$ cat src/hw/address_generator.sv
// SRAM address sweep counter

`timescale 1ns/1ps

module address_generator #(
  parameter int ADDR_BITS = 20
) (
  input  logic                 clk,
  input  logic                 reset,
  input  logic                 restart_i,
  input  logic                 dir_i,
  input  logic                 step_i,
  output logic [ADDR_BITS-1:0] addr_o,
  output logic                 last_o
);

  localparam logic [ADDR_BITS-1:0] ADDR_MAX = {ADDR_BITS{1'b1}};

  logic [ADDR_BITS-1:0] addr_q;
  logic                 down_q;

  always_ff @(posedge clk or posedge reset) begin
    if (reset) begin
      addr_q <= '0;
      down_q <= 1'b0;
    end else if (restart_i) begin
      // up sweeps start at zero, down sweeps at the top
      addr_q <= dir_i ? ADDR_MAX : '0;
      down_q <= dir_i;
    end else if (step_i) begin
      if (down_q) begin
        addr_q <= addr_q - 1'b1;
      end else begin
        addr_q <= addr_q + 1'b1;
      end
    end
  end

  assign addr_o = addr_q;
  assign last_o = down_q ? (addr_q == '0) : (addr_q == ADDR_MAX);

endmodule

$ cat config.mk
export PLATFORM = sky130hd
export DESIGN_NAME = address_generator
export DESIGN_NICKNAME = d
export VERILOG_FILES = /design/src/hw/address_generator.sv
export SDC_FILE = /design/constraint.sdc
export NUM_CORES = 1
export LEC_CHECK = 0
export BUFFER_PORTS_ARGS = -buffer_cell sky130_fd_sc_hd__buf_2
export CAP_MARGIN = 20
export CORE_MARGIN = 3
export CORE_UTILIZATION = 55
export DETAILED_ROUTE_END_ITERATION = 10
export PLACE_DENSITY_LB_ADDON = 0.1
export SETUP_SLACK_MARGIN = 0.5
export SLEW_MARGIN = 25
export SYNTH_ARGS = -nofsm -noshare
export SYNTH_HDL_FRONTEND = slang
export SYNTH_SLANG_ARGS = --single-unit
$ cat constraint.sdc
create_clock -name clk -period 5.8 [get_ports clk]
set_input_delay 0.58 -clock clk [delete_from_list [all_inputs] [get_ports clk]]
set_output_delay 0.58 -clock clk [all_outputs]
set_load 0.005 [all_outputs]
== Yosys cells after proc, flatten, opt, wreduce, memory -nomap -nowiden ==
Index checks and enable logic that the tools add are counted.
Storage, ports and cells
  output and inout port bits: 21
  bits in registers: 21
  word-level logic and storage cells: 12
  input bits: 5
Operators by class
  multiplexer cells: 5
  equality and inequality tests: 1
  reductions and logical operators: 2
  add/sub/neg operators: 2
Operator list (count)
  $mux W20: 4
  $add A20 B1 Y20 const B: 1
  $eq A20 B20 Y1 const B: 1
  $logic_not A20 Y1: 1
  $sub A20 B1 Y20 const B: 1
  $reduce_bool A2 Y1: 1
  $mux W1: 1

== Longest topological paths before layout ==
  depth after elaboration: 4
  mapped depth: 9
  depth with buffers taken out: 9

== Least setup slack after synthesis ==
OpenSTA, ideal clock, no wires.
  path type: register -> register
  start: register down_q
  end: register addr_q[18], in the netlist addr_o[18]
  slack: 3.379 ns
  path buffers: 0
  stages on the path, launching flop included: 10
  library setup time: 0.137 ns
  required time: 5.663 ns
  data arrival time: 2.284 ns
  clock period less this slack: 2.421 ns
  path through: dfrtp_1 inv_1 fa_1 and2b_1 o211ai_1 a21boi_1 o21ai_2 o31ai_2 xnor2_1 a21oi_1
Between the ends
  word-level cells in the longest chain between the ends: 3
RTL lines
  start, declared: RTL line 20  | logic down_q;
  start signal, assigned: RTL line 29  | down_q <= dir_i;
  $mux W20: RTL line 31  | if (down_q) begin
  $mux W20: RTL line 30  | end else if (step_i) begin
  $mux W20: RTL line 26  | end else if (restart_i) begin
  end signal, assigned: RTL line 28  | addr_q <= dir_i ? ADDR_MAX : '0;
  end signal, assigned: RTL line 32  | addr_q <= addr_q - 1'b1;
  end signal, assigned: RTL line 34  | addr_q <= addr_q + 1'b1;
  end, declared: RTL line 19  | logic [ADDR_BITS-1:0] addr_q;
No other way between the ends. The select of a mux whose other input is x is not followed.
A chain may end at the register's enable or synchronous reset.

== Worst setup path in the final report ==
  start: register down_q
  end: output port last_o
Between the ends
  word-level cells in the longest chain between the ends: 1
RTL lines
  $mux W1: RTL line 40  | assign last_o = down_q ? (addr_q == '0) : (addr_q == ADDR_MAX);
  end, declared: RTL line 14  | output logic last_o
No other way between the ends.

==> impl_metrics.tcl <==
set metrics [dict create \
    numCtsBuffers 3 \
    whs_ns 0.408 \
    rr_startpoint "down_q" \
    synth-xor-area-share 0.0773 \
    p_seq_frac 0.317 \
    intPower_uw 376 \
    synth_top_area_share 0.273 \
    grt_pass1_wl_mm 8.11 \
    p_leak_nw 0.905 \
    cts.sinks 21 \
    die_h_um 65.2 \
    peakVddDrop_v 0.000179 \
    layout-drive-gt1-share 0.163 \
    finalSetupViolCount 0 \
    swShare 0.450 \
    drt_iter0_markers 93 \
    synth_area_per_cell_um2 8.34 \
    via_per_inst 6.03 \
    synthFlopType "dfrtp_1" \
    fin_nets 277 \
    grt_overflow 0 \
    holdBufCountCts 0 \
    setup_tns_ns 0 \
    core_um2 3200 \
    gp_congestion 0.922 \
    post-cts-setup-buffers 0 \
    drv_slew 0 \
    path_cells "inv_1 -> nor4_1 -> and3_1 -> nand3_1 -> o21ai_0 -> buf_2" \
    critPathLaunchType "register" \
    nFillCells 321 \
    min_path_type "in -> async" \
    die_x_um 65.2 \
    rrSetupSlack_ns 2.94 \
    synth_compound_area_frac 0.295 \
    r2r_cells 9 \
    arrival_ns 2.38 \
    max_stage_delay_ns 0.83 \
    cp-startpoint "down_q" \
    post_cts_resized 0 \
    via_count 1786 \
    dp_cells 292 \
    status "finished, final reports clean" \
    synth_nets 255 \
    clock_skew_ns 0.00716 \
    post-dp-hpwl_mm 3.60 \
    crit_end "last_o" \
    cp.depth 6 \
    diodes 0 \
    p_comb_frac 0.572 \
    drt-pass1-iter-count 4 \
    yosys.area_share.simple 0.192 \
    crit_family "flip-flops" \
    wl_per_cell_um 15.9 \
    synth_seq_area_share 0.273 \
    start_util 0.602 \
    root_buffer "clkbuf_4" \
    synth.area.top_cells "dfrtp_1 27%, ha_1 12%, a21oi_1 7.3%" \
    ys_seq_elements 21 \
    antenna_left 0 \
    timing.critical_path.buf_inv 2 \
    required_ns 5.22 \
    yosysUniqueCellTypes 48 \
    synth_top_family_by_area "compound AO/OA/AOI/OAI gates" \
    route.detailed.drc 0 \
    insertion_delay_ns 0.31 \
    grtUsageTotal 0.238 \
    slew_headroom 0.438 \
    totalWireLength_mm 4.70 \
    period_needed_ns 2.96 \
    crit_path_end_kind "output pin" \
    grt_pass1_vias 1777 \
    finalHoldViolations 0 \
    num_rows 20 \
    h-tree-depth 1 \
    worst_r2r_endpoint "addr_o[18]" \
    place_area_um2 2080 \
    cp_slowest_cell "dfrtp_1" \
    grt_max_degree 23 \
    crit_fanout 21 \
    synth_edf_count 0 \
    ys_warn_count 0 \
    cellPowerDensity_nw_per_um2 325 \
    area_growth_pct 9.16 \
    synthAdderAreaFrac 0.127 \
    cts_tree "yes" \
    dieArea_um2 4250 \
    synth_largest_area_cell "dfrtp_1" \
    rsz0062_at_grt "false" \
    ios 26 \
    antenna_found_initial 0 \
    p_switching_uw 308 \
    critPathKind "reg -> out" \
    clock_power_share 0.111 \
    synthCells 231 \
    async_reset_ff_frac 1.00 \
    max_freq_mhz 338 \
    synth.area.mux_share 0 \
    max_cap_violations 0 \
    fin_crit_sh 0.511 \
    fin_area_um2 2100 \
    syn-cell-area_um2 1930 \
    tightest_slew_ns 0.842 \
    numPortBuffers 25 \
    clk_pin_slew_ns 0.13 \
    final_cells 296 \
    clockBufferDepth 2 \
]
## worst min-delay path by stage
stage                from          to  slack (ns)  depth (start not counted)
2_1_floorplan       reset   addr_o[0]        0.56                          1
3_3_place_gp   addr_o[19]  addr_o[19]        0.62                          2
3_5_place_dp   addr_o[19]  addr_o[19]        0.63                          2
4_1_cts             reset   addr_o[5]        0.42                          2
5_1_grt             reset   addr_o[5]        0.45                          2
6_report            reset   addr_o[5]        0.41                          2
## cells by family after synthesis
family                   after synthesis
AO/OA/AOI/OAI                         86
XOR/XNOR                              17
adder cells (fa/ha/maj)               19
buffers and inverters                 18
flip-flops                            21
AND/OR/NAND/NOR                       70
## state kept, by name, summed over array words and instances, names as in the netlist
signal / count
addr_o: 20
down_q: 1
## worst reg2reg max path: cells and delay by family, from the launching register on
kind	cells	cell delay [ns]
DFF	1	0.83
AOI/OAI and AO/OA	5	0.83
adders and majority gates	1	0.44
buffers and inverters	1	0.24
and+or+nand+nor	1	0.22
xor gates and xnor gates	1	0.15
## cells in the mapped netlist (all sizes together), types with 6 or more instances
library cell,instances
nand4,7
ha,18
xor2,7
inv,10
a21o,6
o21a,9
a21oi,29
o21ai,24
dfrtp,21
nand3,6
xnor2,10
nor2,17
nand2,13
## cells in the final DEF, fill, tap and decap left out, drive strengths merged, types with 5 or more instances in the layout
cell   Yosys  routed
a21o       6       6
a21oi     29      29
buf        3      25
dfrtp     21      21
ha        18      18
inv       10      10
nand2     13      13
nand3      6       6
nand4      7       7
nor2      17      17
nor4       5       5
o21a       9       9
o21ai     24      24
xnor2     10      10
xor2       7       7
## through the flow
step	util	power (mW)	setup WS, ns
after global placement	0.648	0.599	3.07
after global routing	0.657	0.745	2.72
after floorplan	-	0.513	3.38
after detailed placement	0.648	0.608	2.98
after CTS	0.657	0.687	2.84
final	0.657	0.684	2.84
## power by group through the flow
| stage | combinational [mW] | clock (mW) | sequential (mW) |
|---|---|---|---|
| floorplan | 0.301 | 0 | 0.212 |
| global placement | 0.381 | 0 | 0.218 |
| detailed placement | 0.389 | 0 | 0.219 |
| CTS | 0.391 | 0.0794 | 0.216 |
| global route | 0.440 | 0.0822 | 0.223 |
| finish | 0.391 | 0.0757 | 0.217 |
## metal layers
metal / up-vias / GRT usage / share of wire
met5: - / 0 / 0
met4: 0 / 0.0389 / 0.0049
met3: 4 / 0.0427 / 0.034
met2: 34 / 0.413 / 0.50
met1: 851 / 0.312 / 0.46
li1: 897 / - / -
## area by class of cell
type                            count  area, um2  area share
Clock buffer                        3       22.5      0.0107
Tap cell                           44       55.1      0.0262
Timing Repair Buffer               25        125      0.0595
Clock inverter                      1       5.00     0.00238
Sequential cell                    21        526       0.250
Inverter                           10       37.5      0.0178
Multi-Input combinational cell    192       1330       0.634
Note: power is estimated with default switching activity, not from simulation.
