===== src/hw/sram_test_pkg.sv =====
// SRAM tester shared types

package sram_test_pkg;

  // data backgrounds, listed in run order
  typedef enum logic [1:0] {
    pat_zeros       = 2'd0,
    pat_ones        = 2'd1,
    pat_checker     = 2'd2, // alternating, lsb set
    pat_inv_checker = 2'd3  // alternating, lsb clear
  } pattern_kind_e;

  // access direction on the sram bus
  typedef enum logic {
    op_write = 1'b0,
    op_read  = 1'b1
  } mem_op_e;

  // miscompare counter width, saturates at all ones
  localparam int ERR_COUNT_BITS = 8;

endpackage


===== src/hw/pattern_generator.sv =====
// Background and expected word generator

`timescale 1ns/1ps

module pattern_generator import sram_test_pkg::*; #(
  parameter int ADDR_BITS = 20,
  parameter int DATA_BITS = 16
) (
  input  logic                 clk,
  input  logic                 reset,
  input  logic                 restart_i,
  input  logic                 step_i,
  input  logic [ADDR_BITS-1:0] addr_i,
  output pattern_kind_e        kind_o,
  output logic                 last_o,
  output logic [DATA_BITS-1:0] data_o
);

  pattern_kind_e                      kind_q;
  logic [DATA_BITS-1:0]               checker_bg;
  logic [DATA_BITS-1:0]               background;
  logic [ADDR_BITS+DATA_BITS-1:0]     addr_wide;
  logic [DATA_BITS-1:0]               seed;

  always_ff @(posedge clk or posedge reset) begin
    if (reset) begin
      kind_q <= pat_zeros;
    end else if (restart_i) begin
      kind_q <= pat_zeros;
    end else if (step_i) begin
      kind_q <= pattern_kind_e'(kind_q + 2'd1);
    end
  end

  // alternating ones and zeros, bit 0 set
  for (genvar i = 0; i < DATA_BITS; i++) begin : g_checker
    assign checker_bg[i] = ((i % 2) == 0);
  end

  always_comb begin
    case (kind_q)
      pat_zeros:   background = '0;
      pat_ones:    background = '1;
      pat_checker: background = checker_bg;
      default:     background = ~checker_bg;
    endcase
  end

  // address zero-extended when narrower than the data word
  assign addr_wide = {{DATA_BITS{1'b0}}, addr_i};
  assign seed      = addr_wide[DATA_BITS-1:0];

  assign data_o = background ^ seed;
  assign kind_o = kind_q;
  assign last_o = (kind_q == pat_inv_checker);

endmodule


===== config.mk =====
export PLATFORM = sky130hd
export DESIGN_NAME = pattern_generator
export DESIGN_NICKNAME = d
export VERILOG_FILES = /design/src/hw/sram_test_pkg.sv /design/src/hw/pattern_generator.sv
export SDC_FILE = /design/constraint.sdc
export NUM_CORES = 1
export LEC_CHECK = 0
export ABC_CLOCK_PERIOD_IN_PS = 1300
export BUFFER_PORTS_ARGS = -buffer_cell sky130_fd_sc_hd__buf_2
export CAP_MARGIN = 15
export CORE_AREA = 5 5 42 44
export DETAILED_ROUTE_END_ITERATION = 8
export DIE_AREA = 0 0 47 49
export GPL_ROUTABILITY_DRIVEN = 0
export PLACE_DENSITY = 0.63
export REMOVE_ABC_BUFFERS = 1
export SLEW_MARGIN = 20
export SYNTH_ARGS = -nofsm -noshare
export SYNTH_HDL_FRONTEND = slang
export SYNTH_SLANG_ARGS = --single-unit

===== constraint.sdc =====
create_clock -name clk -period 1.3 [get_ports clk]
set_input_delay 0.26 -clock clk [delete_from_list [all_inputs] [get_ports clk]]
set_output_delay 0.26 -clock clk [all_outputs]
set_load 0.005 [all_outputs]

; Word level (Yosys, flattened, before mapping)
; Index checks and enable logic that the tools add are counted.
[totals]
reg_bits = 2
latchBits = 0
mem_bits_rw = 0
mem_bits_ro = 0
output_inout_bits = 19
memories = 0
[classes]
n_addsub = 1
mul = 0
div = 0
magnitude_cmp = 0
n_eq_ne = 3
n_shift = 0
n_mux = 3
bitwise = 1
n_reduce_logical = 2
[op_table]
columns = cell, n
row1 = $pmux 16 s3, 1
row2 = $xor 16x16->16, 1
row3 = $eq 2x2->1 const B, 2
row4 = $mux 2, 2
row5 = $add 2x1->2 const B, 1
row6 = $eq 2x1->1 const B, 1
row7 = $logic_not 2->1, 1
row8 = $reduce_bool 2->1, 1

; Longest topological paths before layout
[depth]
depth_word = 3
ltp_mapped = 4
depth_no_buf = 4

; Least setup slack after synthesis
; No wires, ideal clock.
[synth_timing]
path_type = register to output
startpoint = register kind_q[0], in the netlist kind_o[0]
endpoint = output data_o[11]
arrival_time_ns = 1.078
required_time_ns = 1.040
setup_slack_ns = -0.038
path_stages_with_launch = 4
path_cell_list = dfrtp_1 -> ha_1 -> nor2_4 -> xnor2_1
[synth_between]
elab_chain_cells = 3
[synth_rtl]
columns = item, line_no
row1 = from (decl), pattern_generator.sv:19  ; pattern_kind_e kind_q;
row2 = from (signal assigned), pattern_generator.sv:27  ; kind_q <= pat_zeros;
row3 = from (signal assigned), pattern_generator.sv:29  ; kind_q <= pat_zeros;
row4 = from (signal assigned), pattern_generator.sv:31  ; kind_q <= pattern_kind_e'(kind_q + 2'd1);
row5 = "$eq 2x2->1, or another cell as far along", pattern_generator.sv:41  ; case (kind_q)
row6 = $pmux 16 s3 *, pattern_generator.sv:41
row7 = $xor 16x16->16 *, pattern_generator.sv:53  ; assign data_o = background ^ seed;
row8 = to (decl), pattern_generator.sv:16  ; output logic [DATA_BITS-1:0] data_o
; Every way passes the cells marked *; elsewhere a longest branch is shown, timed or not.

; Worst setup path in the final report
[layout_timing]
startpoint = register kind_q[1], in the netlist kind_o[1]
endpoint = output data_o[6]
; Same word-level chain as after synthesis.

==> metrics.cfg <==
[die]
die_area_sq_um=2300
die_x_um=47
io_pins=43
core_sq_um=1400
start_util_pct=18.9
die-height_um=49
rows=14

[finish]
diodes=0
seq_area_sq_um=52.6
nets=103
num-fill-cells=133
area_growth_pct=154
drive_gt1_share_pct=81.3
final_cell_mix=38 x buf_2, 9 x xnor2_1, 7 x xnor2_2
finalInstanceArea_sq_um=673
largest_reg_flops=2
layout_commonest_cell=buf_2
multi_input_area_sq_um=297

[logic_synthesis]
synthSimpleGateAreaFrac_pct=7.08
synth_compound_area_share_pct=2.83
syn_avg_cell_area_sq_um=9.47
synth_largest_area_cell=xnor2_1
yosysTopAreaCellShare_pct=56.1
ys_seq_elements=2
postSynthCellCount=28
muxShareOfSynthArea_pct=0
synthXorXnorAreaFrac_pct=56.1
syn-cell-area_sq_um=265
synth_adder_area_share_pct=9.43
synth_top_family_by_area=XOR/XNOR gates
yosys-top-cells-area=xnor2_1 56%, dfrtp_1 19%, ha_1 9.4%, nor2_4 4.2%, a211oi_1 2.8%
yosysSeqAreaShare_pct=18.9
synth_cell_types=8
ys_warn_count=0

[power]
power_switching_w=0.000219
peakVddDrop_mv=0.527
combPwrFrac_pct=68.8
leakage_nw=0.355
power_per_cell_area_nw_per_um2=1010
internal_power_w=0.000461
power.total_w=0.000680
p_clk_share_pct=19.4
swShare_pct=32.2
pwr-share-seq_pct=11.8

[timing]
timing.final.ws_setup_ns=-0.294
finalSetupViolCount=16
min_period_ns=1.59
slew_headroom_pct=86.9
fin_setup_tns_ns=-4.43
min_period_over_period_pct=123
rsz0062_at_grt=yes
hold_viol=0
fmax_mhz=627
worst-slew-pin-transition_ns=0.195
skew_ns=0.00716
slew_violations=0

[worst_setup_path]
critPathRequiredTime_ns=1.04
critPathLaunchType=flip-flop
crit_arrival_ns=1.33
critPathKind=reg -> out
critPathCaptureType=primary output
crit_fanout=5

[clock_tree]
cts_root_buffer=clkbuf_4
path_clk_slew_ns=0.03
clk_path_buf_depth=2
clock_latency_ns=0.22
cts_sinks=2
cts_made_buffers=3
htree_levels=1
cts_tree=built

[place]
dpl.hpwl_um=739
portBuffers=38
place_area_sq_um=503

[routing]
dr.pass1.iters=4
first_iter_violations=1
drc_errors=0
routed_wirelength_um=947
ant_nets=0
vias_per_cell=4.07
num_vias=370
wl_per_cell_um=10.4

[global_routing]
grt_pass1_vias=348
grt_overflow_total=0
antenna_found_initial=0
grt_pass1_wl_mm=1.24
grt_max_degree=10
gr-usage-all-layers_pct=7.11

[worst_hold_path]
hp-class=in -> reg

[run_status]
status=finished, violations left
violations=negative setup slack

[flow_run]
drv_cap=0

[power groups by stage]
stage / clock [W] / combinational, W / sequential (W)
6_report: 0.000132 / 0.000468 / 0.0000799
3_5_place_dp: 0 / 0.000346 / 0.0000740
4_1_cts: 0.000137 / 0.000386 / 0.0000755
2_1_floorplan: 0 / 0.000160 / 0.0000759
5_1_grt: 0.000157 / 0.000507 / 0.0000809
3_3_place_gp: 0 / 0.000342 / 0.0000740
[per-stage QoR]
step           util [%]  setup WS [ns]  std cells  hold slack, ns
6_report           48.0         -0.294         91           0.208
5_1_grt            48.0         -0.359         91           0.197
4_1_cts            41.4         -0.281         88           0.206
3_5_place_dp       35.9         -0.152         84           0.112
3_3_place_gp       35.9         -0.136         84           0.112
2_1_floorplan         -        -0.0542         27         0.00118
[what timing repair did]
action | in CTS | in global routing
hold buffers | 1 | 0
resized for setup | 7 | 14
pin swaps | 3 | 9
setup endpoints to repair | 16 | 17
setup buffers | 1 | 3
endpoints found under the hold margin | 2 | 0
[area by class of cell]
class	count	area share [%]
timing repair buffer	45	40.7
tap	16	2.97
clock buffer	3	3.35
inverter	2	1.12
multi-input combinational	23	44.1
sequential	2	7.81
[kinds of logic after synthesis]
family	count (synthesis)
adder cells (fa/ha/maj)	2
AO/OA/AOI/OAI	1
AND/OR/NAND/NOR	3
buffers and inverters	3
XOR/XNOR	17
flip-flops	2
[worst max-delay path, cell delays in order (launching register included)]
cell and delay, ns:
dfrtp_2 0.43, inv_2 0.08, ha_4 0.21, buf_12 0.15
xnor2_4 0.12, buf_2 0.13
[synth_stat cells]
library cell,count
dfrtp_1,2
nor2_1,2
xnor2_1,17
inv_1,2
buf_4,1
ha_1,2
a211oi_1,1
nor2_4,1
[per-layer routing]
| metal | GRT usage, % | vias up | share of wire (%) |
|---|---|---|---|
| li1 | - | 182 | - |
| met1 | 6.59 | 151 | 34 |
| met2 | 13.6 | 37 | 46 |
| met3 | 1.85 | 0 | 20 |
| met4 | 2.76 | 0 | 0 |
| met5 | 0 | - | 0 |
[path summary, 6_finish.rpt]
kind / start / to / slack [ns] / depth (start not counted)
max in group asynchronous: reset / kind_o[0] / 0.75 / 3
hold reg to reg: kind_o[0] / kind_o[0] / 0.73 / 3
hold / removal: restart_i / kind_o[1] / 0.21 / 2
setup reg to reg: kind_o[1] / kind_o[1] / 0.02 / 5
setup / recovery: kind_o[1] / data_o[6] / -0.29 / 5
min in group asynchronous: reset / kind_o[1] / 0.42 / 3
No activity file was read; power rests on OpenSTA's default activity.
